## config.mk

```make
export PLATFORM = sky130hd
export DESIGN_NAME = bj_top
export DESIGN_NICKNAME = d
export VERILOG_FILES = /design/src/hdl/bj_pkg.sv /design/src/hdl/bj_top.sv /design/src/hdl/bj_fsm.sv /design/src/hdl/coin_bank.sv /design/src/hdl/hand_store.sv
export VERILOG_INCLUDE_DIRS = /design/src /design/src/include
export SDC_FILE = /design/constraint.sdc
export NUM_CORES = 1
export LEC_CHECK = 0
export BUFFER_PORTS_ARGS = -buffer_cell sky130_fd_sc_hd__buf_2
export CAP_MARGIN = 20
export CORE_ASPECT_RATIO = 1.4
export CORE_MARGIN = 2
export CORE_UTILIZATION = 54
export DETAILED_ROUTE_END_ITERATION = 12
export GPL_ROUTABILITY_DRIVEN = 0
export PLACE_DENSITY = 0.75
export SYNTH_ARGS = -nofsm -noshare
export SYNTH_HDL_FRONTEND = slang
export SYNTH_HIERARCHICAL = 1
export SYNTH_SLANG_ARGS = --single-unit
```

## constraint.sdc

```tcl
create_clock -name clk -period 3.32 [get_ports clk]
set_clock_uncertainty 0.2 [all_clocks]
set_input_delay 0.166 -clock clk [delete_from_list [all_inputs] [get_ports clk]]
set_output_delay 0.166 -clock clk [all_outputs]
set_load 0.05 [all_outputs]
```

## src/include/bj_config.svh

```systemverilog
`ifndef BJ_CONFIG_SVH
`define BJ_CONFIG_SVH

// --------------------------------------------------
// game rules
// --------------------------------------------------
`define BJ_TARGET        21   // bust limit
`define BJ_DEALER_STAND  17   // dealer stops drawing here
`define BJ_ACE_BONUS     10   // ace as 11 instead of 1

// hand size
`define BJ_MAX_CARDS     5

// --------------------------------------------------
// coin bank
// --------------------------------------------------
`define BJ_START_COINS   30   // balance out of reset
`define BJ_COIN_MAX      255  // balance clamps here

`endif
```

## src/hdl/bj_pkg.sv

```systemverilog
package bj_pkg;

    // --------------------------------------------------
    // data widths
    // --------------------------------------------------
    typedef logic [3:0] card_t;   // 1 to 10, ace is 1
    typedef logic [5:0] score_t;  // hand total
    typedef logic [7:0] coin_t;   // balance
    typedef logic [3:0] bet_t;    // 1 to 15 coins

    // round phases
    typedef enum logic [2:0] {
        PH_BET,
        PH_DEAL,
        PH_PLAYER,
        PH_DEALER,
        PH_RESULT
    } bj_phase_e;

    // what a hand store does at the next edge
    typedef enum logic [1:0] {
        HAND_HOLD,
        HAND_ADD,
        HAND_CLEAR
    } hand_op_e;

    // round result, also selects the payout
    typedef enum logic [2:0] {
        OUT_NONE,
        OUT_LOSE,
        OUT_DRAW,
        OUT_WIN,
        OUT_BLACKJACK
    } outcome_e;

endpackage

```

## src/hdl/bj_top.sv

```systemverilog
`timescale 1ns/10ps

module bj_top
    import bj_pkg::*;
(
    input  logic   clk,
    input  logic   reset,
    input  bet_t   bet,
    input  logic   next,
    input  logic   hit,
    input  logic   stand,
    input  card_t  card_in,
    output logic   card_take,
    output logic   bet_open,
    output score_t player_score,
    output score_t dealer_score,
    output coin_t  coins,
    output logic   win,
    output logic   lose,
    output logic   draw
);

    hand_op_e player_op;
    hand_op_e dealer_op;
    logic     player_full;
    logic     dealer_full;
    logic     player_natural;
    logic     bet_ok;
    logic     take_bet;
    logic     settle;
    outcome_e outcome;

    // --------------------------------------------------
    // round control
    // --------------------------------------------------
    bj_fsm u_fsm (
        .clk            (clk),
        .reset          (reset),
        .next           (next),
        .hit            (hit),
        .stand          (stand),
        .bet_ok         (bet_ok),
        .player_score   (player_score),
        .dealer_score   (dealer_score),
        .player_full    (player_full),
        .dealer_full    (dealer_full),
        .player_natural (player_natural),
        .player_op      (player_op),
        .dealer_op      (dealer_op),
        .card_take      (card_take),
        .take_bet       (take_bet),
        .settle         (settle),
        .outcome        (outcome),
        .bet_open       (bet_open),
        .win            (win),
        .lose           (lose),
        .draw           (draw)
    );

    // both hands see every card, the op picks who loads it
    hand_store u_player (
        .clk     (clk),
        .reset   (reset),
        .op      (player_op),
        .card    (card_in),
        .score   (player_score),
        .full    (player_full),
        .natural (player_natural)
    );

    hand_store u_dealer (
        .clk     (clk),
        .reset   (reset),
        .op      (dealer_op),
        .card    (card_in),
        .score   (dealer_score),
        .full    (dealer_full),
        .natural ()              // dealer natural is covered by the score compare
    );

    // --------------------------------------------------
    // coins
    // --------------------------------------------------
    coin_bank u_bank (
        .clk      (clk),
        .reset    (reset),
        .bet      (bet),
        .take_bet (take_bet),
        .settle   (settle),
        .outcome  (outcome),
        .coins    (coins),
        .bet_ok   (bet_ok)
    );

endmodule

```

## src/hdl/bj_fsm.sv

```systemverilog
`timescale 1ns/10ps
`include "bj_config.svh"

module bj_fsm
    import bj_pkg::*;
(
    input  logic     clk,
    input  logic     reset,
    input  logic     next,
    input  logic     hit,
    input  logic     stand,
    input  logic     bet_ok,
    input  score_t   player_score,
    input  score_t   dealer_score,
    input  logic     player_full,
    input  logic     dealer_full,
    input  logic     player_natural,
    output hand_op_e player_op,
    output hand_op_e dealer_op,
    output logic     card_take,
    output logic     take_bet,
    output logic     settle,
    output outcome_e outcome,
    output logic     bet_open,
    output logic     win,
    output logic     lose,
    output logic     draw
);

    bj_phase_e  phase;
    bj_phase_e  phase_nxt;
    logic [1:0] deal_step;      // card number within the deal
    outcome_e   judged;         // live verdict, latched on entry to result
    logic       player_bust;
    logic       enter_result;

    assign player_bust  = (player_score > score_t'(`BJ_TARGET));
    assign enter_result = (phase != PH_RESULT) && (phase_nxt == PH_RESULT);

    // --------------------------------------------------
    // outcome judge
    // --------------------------------------------------
    always_comb begin
        if (player_bust) begin
            judged = OUT_LOSE;
        end else if (dealer_score > score_t'(`BJ_TARGET)) begin
            judged = OUT_WIN;
        end else if (player_score > dealer_score) begin
            judged = OUT_WIN;
        end else if (player_score == dealer_score) begin
            judged = OUT_DRAW;
        end else begin
            judged = OUT_LOSE;
        end
        // a tie at 21 stays a draw, so this only upgrades a win
        if (judged == OUT_WIN && player_natural) begin
            judged = OUT_BLACKJACK;
        end
    end

    // --------------------------------------------------
    // next phase and strobes
    // --------------------------------------------------
    always_comb begin
        phase_nxt = phase;
        player_op = HAND_HOLD;
        dealer_op = HAND_HOLD;
        card_take = 1'b0;
        take_bet  = 1'b0;
        case (phase)
            PH_BET: begin
                if (next && bet_ok) begin
                    take_bet  = 1'b1;
                    phase_nxt = PH_DEAL;
                end
            end
            PH_DEAL: begin
                card_take = 1'b1;
                // even steps to the player, odd to the dealer
                if (deal_step[0]) begin
                    dealer_op = HAND_ADD;
                end else begin
                    player_op = HAND_ADD;
                end
                if (deal_step == 2'd3) begin
                    phase_nxt = PH_PLAYER;
                end
            end
            PH_PLAYER: begin
                if (player_bust) begin
                    phase_nxt = PH_RESULT;   // dealer never draws
                end else if (stand || player_score == score_t'(`BJ_TARGET)) begin
                    phase_nxt = PH_DEALER;
                end else if (hit && !player_full) begin
                    card_take = 1'b1;
                    player_op = HAND_ADD;
                end
            end
            PH_DEALER: begin
                // score of the card just taken shows up next cycle
                if (dealer_score < score_t'(`BJ_DEALER_STAND) && !dealer_full) begin
                    card_take = 1'b1;
                    dealer_op = HAND_ADD;
                end else begin
                    phase_nxt = PH_RESULT;
                end
            end
            PH_RESULT: begin
                if (next) begin
                    player_op = HAND_CLEAR;
                    dealer_op = HAND_CLEAR;
                    phase_nxt = PH_BET;
                end
            end
            default: begin
                phase_nxt = PH_BET;
            end
        endcase
    end

    // --------------------------------------------------
    // state registers
    // --------------------------------------------------
    always_ff @(posedge clk or posedge reset) begin
        if (reset) begin
            phase     <= PH_BET;
            deal_step <= '0;
            outcome   <= OUT_NONE;
            settle    <= 1'b0;
        end else begin
            phase  <= phase_nxt;
            settle <= enter_result;                  // first result cycle only
            if (phase == PH_DEAL) begin
                deal_step <= deal_step + 2'd1;       // wraps back to 0 after 4
            end
            if (enter_result) begin
                outcome <= judged;
            end else if (phase_nxt == PH_BET) begin
                outcome <= OUT_NONE;
            end
        end
    end

    // status decode
    assign bet_open = (phase == PH_BET);
    assign win      = (outcome == OUT_WIN) || (outcome == OUT_BLACKJACK);
    assign lose     = (outcome == OUT_LOSE);
    assign draw     = (outcome == OUT_DRAW);

endmodule

```

## src/hdl/coin_bank.sv

```systemverilog
`timescale 1ns/10ps
`include "bj_config.svh"

module coin_bank
    import bj_pkg::*;
(
    input  logic     clk,
    input  logic     reset,
    input  bet_t     bet,
    input  logic     take_bet,
    input  logic     settle,
    input  outcome_e outcome,
    output coin_t    coins,
    output logic     bet_ok
);

    bet_t       bet_q;    // stake of the running round
    logic [8:0] payout;   // 3 x 15 at most
    logic [8:0] credit;   // balance plus payout, before the clamp

    // nonzero and covered by the balance
    assign bet_ok = (bet != '0) && (coin_t'(bet) <= coins);

    // --------------------------------------------------
    // payout select
    // --------------------------------------------------
    always_comb begin
        case (outcome)
            OUT_BLACKJACK: payout = 9'(bet_q) * 9'd3;
            OUT_WIN:       payout = 9'(bet_q) << 1;
            OUT_DRAW:      payout = 9'(bet_q);
            default:       payout = '0;   // loss pays nothing
        endcase
    end

    assign credit = {1'b0, coins} + payout;

    // --------------------------------------------------
    // balance
    // --------------------------------------------------
    always_ff @(posedge clk or posedge reset) begin
        if (reset) begin
            coins <= coin_t'(`BJ_START_COINS);
        end else if (take_bet) begin
            coins <= coins - coin_t'(bet);   // bet_ok keeps this from wrapping
        end else if (settle) begin
            if (credit > 9'(`BJ_COIN_MAX)) begin
                coins <= coin_t'(`BJ_COIN_MAX);
            end else begin
                coins <= credit[7:0];
            end
        end
    end

    // stake is latched once per round
    always_ff @(posedge clk) begin
        if (take_bet) begin
            bet_q <= bet;
        end
    end

endmodule

```

## src/hdl/hand_store.sv

```systemverilog
`timescale 1ns/10ps
`include "bj_config.svh"

module hand_store
    import bj_pkg::*;
(
    input  logic     clk,
    input  logic     reset,
    input  hand_op_e op,
    input  card_t    card,
    output score_t   score,
    output logic     full,
    output logic     natural
);

    logic [2:0] count;      // cards held
    score_t     hard_sum;   // every ace counted as 1
    logic       ace_seen;
    logic [6:0] soft_sum;   // spare bit so the bonus can't wrap

    // --------------------------------------------------
    // hand registers
    // --------------------------------------------------
    always_ff @(posedge clk or posedge reset) begin
        if (reset) begin
            count    <= '0;
            hard_sum <= '0;
            ace_seen <= 1'b0;
        end else if (op == HAND_CLEAR) begin
            count    <= '0;
            hard_sum <= '0;
            ace_seen <= 1'b0;
        end else if (op == HAND_ADD && !full) begin
            count    <= count + 3'd1;
            hard_sum <= hard_sum + score_t'(card);
            // value 1 is an ace
            if (card == card_t'(1)) begin
                ace_seen <= 1'b1;
            end
        end
    end

    // --------------------------------------------------
    // scoring
    // --------------------------------------------------
    assign soft_sum = {1'b0, hard_sum} + 7'(`BJ_ACE_BONUS);

    // at most one ace is promoted, more would always bust
    always_comb begin
        if (ace_seen && soft_sum <= 7'(`BJ_TARGET)) begin
            score = soft_sum[5:0];
        end else begin
            score = hard_sum;
        end
    end

    assign full    = (count == 3'(`BJ_MAX_CARDS));
    assign natural = (count == 3'd2) && (score == score_t'(`BJ_TARGET)); // two-card 21

endmodule

```

After elaboration in Yosys (flattened, before gate mapping) --
Cells that the tools add are included.
Storage, ports and cells: logic and storage cells 127, flip-flop bits (word level) 41, input bits 13, output and inout bits 25
Cells by class: reductions and logical operators 26, multiplexer cells 49, multipliers 1, equal/unequal tests 22, order comparisons 8, add/subtract/negate cells 9
Operators by type and width (number):
- 2-to-1 mux 3 bit | 16
- 2-to-1 mux 6 bit | 6
- 2-to-1 mux 8 bit | 3
- equality test 3 x 2 -> 1 bit, second input constant | 6
- one-hot mux 6 bit (3 select lines) | 1
- equality test 3 bit, second input constant | 5
- 2-to-1 mux 1 bit | 15
- one-hot mux 3 bit (5 select lines) | 1
- adder 6 x 4 -> 7 bit, second input constant | 2
- less-or-equal comparator 7 x 5 -> 1 bit, second input constant | 2
- adder 6 x 4 -> 6 bit | 2
- > comparator 6 x 5 -> 1 bit, second input constant | 2
- one-hot mux 2 bit (3 select lines) | 2
- nonzero test 2 bit | 6
- logical AND 1 bit | 11
- adder 8 x 6 -> 9 bit | 1
- > comparator 9 x 8 -> 1 bit, second input constant | 1
- less-or-equal comparator 4 x 8 -> 1 bit | 1
- 2-to-1 mux 2 bit | 4
- subtractor 8 x 4 -> 8 bit | 1
- adder 3 x 1 -> 3 bit, second input constant | 2
- equality test 2 bit, second input constant | 3
- equality test 3 x 1 -> 1 bit, second input constant | 2
- equality test 6 x 5 -> 1 bit, second input constant | 1
- other kinds (14) | 19

Longest topological paths before layout --
Gate-level depths: netlist of run 1.
word-level depth 13, gate-level depth with buffers 16, gate-level depth less buffers 15

Hierarchy --
The synthesis of run 1 kept the hierarchy.
Modules (own cells, without submodules):
- hand_store | sequential area each 250.2 sq um, cells an instance 97, area an instance 878.3 sq um, times used 2
- coin_bank | sequential area each 325.3 sq um, cells an instance 134, area an instance 1213.7 sq um, times used 1
- bj_fsm | sequential area each 225.2 sq um, cells an instance 93, area an instance 769.5 sq um, times used 1

Worst setup path after synthesis of run 1 --
OpenSTA, ideal clock, no wires.
kind flip-flop to flip-flop, from reg u_player.hard_sum[1], to reg u_player.hard_sum[2], slack -1.001 ns, cell stages (with the launch flop) 14, data required time 2.984 ns, path buffers 2, setup time 0.136 ns, clock period less this slack 4.321 ns, arrival 3.986 ns, path through dfrtp_1 buf_4 inv_1 ha_1 nor4b_2 o211ai_4 o21ai_0 nor4b_1 a31oi_1 nand4b_1 o21ai_0 nand3b_1 clkbuf_1 o21ai_0
On the way: word-level cells in the longest chain between the ends 12, elaborated cells on any way between the ends 17, those cells by class 2 x add/sub; 2 x order compare; 3 x eq/ne; 6 x mux; 4 x reduce/logical
Ends and longest elaborated chain:
- start, declared | line hand_store.sv:17 | score_t hard_sum;
- start signal, assigned | line hand_store.sv:35 | hard_sum <= hard_sum + score_t'(card);
- adder 6 x 4 -> 7 bit * | line hand_store.sv:46 | assign soft_sum = {1'b0, hard_sum} + 7'(`BJ_ACE_BONUS);
- less-or-equal comparator 7 x 5 -> 1 bit | line hand_store.sv:50 | if (ace_seen && soft_sum <= 7'(`BJ_TARGET)) begin
- logical AND 1 bit | line hand_store.sv:50
- 2-to-1 mux 6 bit * | line hand_store.sv:50
- net player_score[2] | line bj_top.sv:15 | output score_t player_score,
- branches (longest 3 deep; another with > comparator 6 x 5 -> 1 bit)
- 2-to-1 mux 2 bit * | line bj_fsm.sv:90 | if (player_bust) begin
- one-hot mux 2 bit (3 select lines) * | line bj_fsm.sv:70 | case (phase)
- net player_op[0] | line bj_top.sv:23 | hand_op_e player_op;
- equality test 2 x 1 -> 1 bit | line hand_store.sv:33 | end else if (op == HAND_ADD && !full) begin
- logical AND 1 bit | line hand_store.sv:33
- nonzero test 2 bit (no source line)
Mark *: on every way through the listed nets, which the timed path passes. The select of a mux whose other input is x is not followed. A chain may end at the register's enable or synchronous reset.

Final worst setup path of run 1 --
from reg u_player.hard_sum[1], to reg u_fsm.outcome[0]
On the way: word-level cells in the longest chain between the ends 13, elaborated cells on any way between the ends 25, those cells by class 1 x add/sub; 3 x order compare; 4 x eq/ne; 10 x mux; 7 x reduce/logical
Ends and longest elaborated chain:
- adder 6 x 4 -> 7 bit | line hand_store.sv:46
- less-or-equal comparator 7 x 5 -> 1 bit | line hand_store.sv:50
- logical AND 1 bit | line hand_store.sv:50
- 2-to-1 mux 6 bit * | line hand_store.sv:50
- branches (longest 9 deep; another with > comparator 6 bit)
- end signal, assigned | line bj_fsm.sv:137 | outcome <= judged;
- end, declared | line bj_fsm.sv:23 | output outcome_e outcome,
Every way passes the cells marked *.

==> flow_metrics.tcl, run 1 <==
set metrics [dict create \
    final-hold-violation-count 0 \
    worst_hold_slack_ns 0.0733 \
    grt_pass1_vias 3389 \
    cts_root_buffer "clkbuf_8" \
    grt-ovfl-total 0 \
    syn_area_per_cell_sq_um 8.91 \
    setup_violations 12 \
    synth_nets 474 \
    htree_levels 2 \
    rsz0062_at_grt "true" \
    start_kind "register" \
    crit_chain "ha_4, xnor2_4, a211o_1, a21oi_2, o211ai_4, nor2_4, xnor2_4, buf_4, ha_1, and3_4, o21ai_2, a21o_1, a311o_1, a32o_2" \
    crit_top_cell "xnor2_4" \
    period_share 1.05 \
    grtUsageMet1 0.267 \
    cts_tree "done" \
    final_cell_count_no_fill 595 \
    fin_nets 562 \
    drtIter0Drc 171 \
    violations "negative setup slack" \
    fmax_ghz 0.288 \
    cp-end-kind "register" \
    antenna_found_initial 0 \
    place_ws_ns -0.187 \
    ioPinCount 38 \
    firstDrtPassIters 5 \
    grt_pass1_wl_um 15000 \
    wl_um 9830 \
    core_sq_mm 0.00661 \
    placementRows 35 \
    worst_pin_slew_ns 0.495 \
    busiest_layer "met2" \
    vias 3398 \
    final_common_cell "buf_4" \
    clock_path_buffers 2 \
    yosys_warnings 6 \
    drv_cap 0 \
    slowest_stage "dfrtp_2" \
    grt_max_degree 14 \
    nFillCells 453 \
    period_needed_ns 3.48 \
    grt_util_met2 0.491 \
    syn_area_sq_mm 0.00369 \
    synthToLayoutAreaGrowth_pct 35.0 \
    hp-class "in -> reg" \
    cts.clk_slew.worst_paths_ns 0.09 \
    required_ns 3.31 \
    n_antenna_cell 0 \
    cts_sinks 41 \
    hold_depth 4 \
    hpwlAfterDp_um 7220 \
    fp.dieH_um 102 \
    fin_ws_ns -0.155 \
    clk-insertion-delay-late_ns 0.30 \
    drive_gt1_frac 0.352 \
    cts_buffers 5 \
    die-width_um 73.9 \
    critPathKind "reg -> reg" \
    io_buffers 37 \
    grtUsageMet3 0.0448 \
    mostFrequentLayoutCells "buf_4, ha_1, buf_2, inv_1, nand2_1" \
    die_area_sq_mm 0.00752 \
    drc 0 \
    initial_core_util 0.558 \
    synthCells 414 \
    track_usage 0.257 \
    reg2reg_depth 14 \
    cp.arrival_ns 3.46 \
    placed_cells_incl_taps 563 \
    critPathMaxStageDelay_ns 0.47 \
    avgViaCountPerCell 5.71 \
    drv_slew 0 \
    worstPathMaxFanout 7 \
    drt.antenna.violating_nets 0 \
    outcome "complete, but fails checks" \
    relSlewSlack 0.669 \
    post_drt_wl_per_cell_um 16.5 \
]
-- what timing repair did --
item / CTS / global route
resized for setup: 9 / 38
endpoints found under the setup margin: 19 / 26
hold buffers: 6 / 0
pin swaps: 12 / 24
cloned: 0 / 1
setup buffers: 5 / 12
endpoints found under the hold margin: 42 / 0
-- worst max-delay path: cells and delay by family, from the launching register on --
| kind | cells | cell delay, ns |
|---|---|---|
| adder cells (fa/ha/maj) | 2 | 0.47 |
| AND/OR/NAND/NOR | 2 | 0.36 |
| buffers and inverters | 1 | 0.14 |
| XOR/XNOR | 2 | 0.20 |
| AO/OA/AOI/OAI | 7 | 1.49 |
| flip-flops | 1 | 0.47 |
-- path summary, 6_finish.rpt --
kind,endpoint,slack [ns],start
min reg2reg,u_fsm/deal_step[1],0.29,u_fsm/deal_step[1]
max,u_fsm/outcome[0],-0.16,u_player/hard_sum[1]
min in group asynchronous,u_fsm/phase[0],0.21,reset
min,u_dealer/hard_sum[0],0.07,card_in[0]
max reg2reg,u_fsm/outcome[0],-0.16,u_player/hard_sum[1]
max in group asynchronous,u_dealer/hard_sum[1],2.38,reset
-- state kept, by name (all words and copies together) (netlist names) --
register,flops
u_fsm/phase,3
u_bank/coins,8
u_player/ace_seen,1
u_bank/bet_q,4
u_fsm/deal_step,2
u_player/hard_sum,6
u_player/count,3
u_dealer/hard_sum,6
u_dealer/count,3
u_dealer/ace_seen,1
u_fsm/outcome,3
u_fsm/settle,1
-- per-stage QoR --
step / utilization / instance area (sq um) / TNS, ns
floorplan: - / 4010 / -0.272
global placement: 0.677 / 4480 / -0.493
detailed placement: 0.677 / 4480 / -1.33
CTS: 0.715 / 4730 / -0.0627
global route: 0.753 / 4980 / -3.72
finish: 0.753 / 4980 / -1.05
-- per-layer routing --
metal,share of wire,wire (um)
met3,0.028,277
met2,0.57,5620
met4,0.026,253
met1,0.37,3680
met5,0,0
-- layout make-up --
type	instances	area [sq um]	share of cell area
flip-flops and latches	41	1060	0.212
well taps	92	115	0.0231
inverters	38	143	0.0286
multi-input cells	323	2880	0.578
clock inverters	2	38.8	0.00779
repair buffers	93	674	0.135
clock buffers	6	72.6	0.0146
Power of run 1 is not shown: default switching activity piles up to over one toggle a cycle in this logic, so the estimate is an artifact.
==> inputs of run 2 (changes only) <==
--- a/config.mk
+++ b/config.mk
@@ -13,7 +13,7 @@
 export CORE_UTILIZATION = 54
 export DETAILED_ROUTE_END_ITERATION = 12
 export GPL_ROUTABILITY_DRIVEN = 0
-export PLACE_DENSITY = 0.75
+export PLACE_DENSITY = 0.77
 export SYNTH_ARGS = -nofsm -noshare
 export SYNTH_HDL_FRONTEND = slang
 export SYNTH_HIERARCHICAL = 1
==> flow_metrics.tcl, run 2 (synthesis gave the netlist of run 1 again) <==
set metrics [dict create \
    outcome "complete, but fails checks" \
    violations "negative setup slack" \
    io_buffers 37 \
    required_ns 3.30 \
    antenna_found_initial 0 \
    fin_nets 550 \
    fp.dieH_um 102 \
    placementRows 35 \
    cts_tree "done" \
    core_sq_mm 0.00661 \
    relSlewSlack 0.665 \
    grt_max_degree 14 \
    clk-insertion-delay-late_ns 0.30 \
    cts_sinks 41 \
    final.setup.tns_ns -0.290 \
    critPathKind "reg -> reg" \
    grt-ovfl-total 0 \
    cts.clk_slew.worst_paths_ns 0.08 \
    worstPathMaxFanout 7 \
    r2r_setup_slack_ns -0.06 \
    drt.antenna.violating_nets 0 \
    clock_path_buffers 2 \
    r2r-start "u_player/hard_sum[2]" \
    drv_slew 0 \
    reg2reg_depth 14 \
    largest_reg_flops 8 \
    hp-class "in -> reg" \
    placedInstanceArea_sq_mm 0.00447 \
    r2r-end "u_player/hard_sum[4]" \
    setup_violations 10 \
    mostFrequentLayoutCells "inv_1, ha_1, buf_2, nand2_1" \
    worst_pin_slew_ns 0.502 \
    cts_buffers 5 \
    track_usage 0.256 \
    die_area_sq_mm 0.00752 \
    grt_pass1_wl_um 15000 \
    wl_um 9710 \
    start_kind "register" \
    die-width_um 73.9 \
    cp.arrival_ns 3.36 \
    hpwlAfterDp_um 7270 \
    htree_levels 2 \
    drc 0 \
    grt_pass1_vias 3327 \
    fmax_ghz 0.296 \
    drtIter0Drc 108 \
    vias 3378 \
    period_needed_ns 3.38 \
    top_register "u_bank/coins" \
    post_drt_wl_per_cell_um 16.6 \
    n_antenna_cell 0 \
    cts_root_buffer "clkbuf_8" \
    synthToLayoutAreaGrowth_pct 32.2 \
    cp-end-kind "register" \
    top_regs "u_bank/coins: 8 flops, u_dealer/hard_sum: 6 flops, u_player/hard_sum: 6 flops" \
    firstDrtPassIters 4 \
    drv_cap 0 \
    drive_gt1_frac 0.350 \
    rsz0062_at_grt "true" \
    hold_depth 4 \
    period_share 1.02 \
    final-hold-violation-count 0 \
    min_to "u_player/hard_sum[0]" \
    fin_ws_ns -0.0600 \
    initial_core_util 0.558 \
    avgViaCountPerCell 5.79 \
    hold_start "card_in[0]" \
    design_area_sq_mm 0.00487 \
    place_ws_ns -0.141 \
    final_util 0.737 \
    ioPinCount 38 \
]
==> run 2: area by class of cell <==
| cell class | count | area (sq um) |
|---|---|---|
| inverters | 38 | 143 |
| flip-flops and latches | 41 | 1060 |
| clock inverters | 3 | 17.5 |
| fillers | 464 | 1740 |
| multi-input cells | 322 | 2890 |
| repair buffers | 82 | 582 |
| well taps | 92 | 115 |
| clock buffers | 5 | 68.8 |
==> run 2: how the worst max path moves through the flow <==
stage                              start                   end  slack (ns)  cells past startpoint
detailed placement  u_dealer/hard_sum[1]  u_dealer/hard_sum[5]       -0.14                     15
global route        u_player/hard_sum[2]  u_player/hard_sum[4]       -0.27                     14
CTS                 u_player/hard_sum[2]      u_fsm/outcome[0]       -0.03                     14
global placement    u_dealer/hard_sum[1]  u_dealer/hard_sum[5]       -0.05                     15
finish              u_player/hard_sum[2]  u_player/hard_sum[4]       -0.06                     14
floorplan           u_dealer/hard_sum[1]      u_fsm/outcome[0]       -0.17                     14
==> run 2: stage by stage <==
step,hold WS (ns),cells
after floorplan,-0.221,414
after detailed placement,-0.0190,562
after global routing,0.0687,583
after CTS,0.0444,580
after global placement,-0.0182,562
final,0.0610,583
==> run 2: critical path, stage by stage, from the launching register on <==
cell and delay (ns):
dfrtp_2 0.47, ha_4 0.20, xnor2_4 0.14, a211o_1 0.26, a21oi_2 0.18, o211ai_4 0.17
buf_6 0.17, nor2_4 0.12, xnor2_4 0.11, a211oi_2 0.30, nand4b_1 0.19, o21ai_2 0.13
nand3b_1 0.25, o211ai_1 0.29, o31ai_2 0.09
==> run 2: timing repair <==
action                                  CTS  global route
hold buffers                              6             0
buffers inserted                          4             4
pin swaps                                11            21
endpoints found under the setup margin   16            26
hold endpoints to repair                 42             0
resized for setup                        15            40
gates cloned                              0             0
==> run 2: layer usage <==
| layer | GRT usage | vias to the layer above | wire (um) | part of all wire |
|---|---|---|---|---|
| met5 | 0 | - | 0 | 0 |
| met4 | 0.106 | 0 | 286 | 0.029 |
| met3 | 0.0428 | 27 | 332 | 0.034 |
| met2 | 0.489 | 73 | 5540 | 0.57 |
| met1 | 0.267 | 1654 | 3550 | 0.37 |
| li1 | - | 1624 | - | - |
Power of run 2 is left out for the same reason.
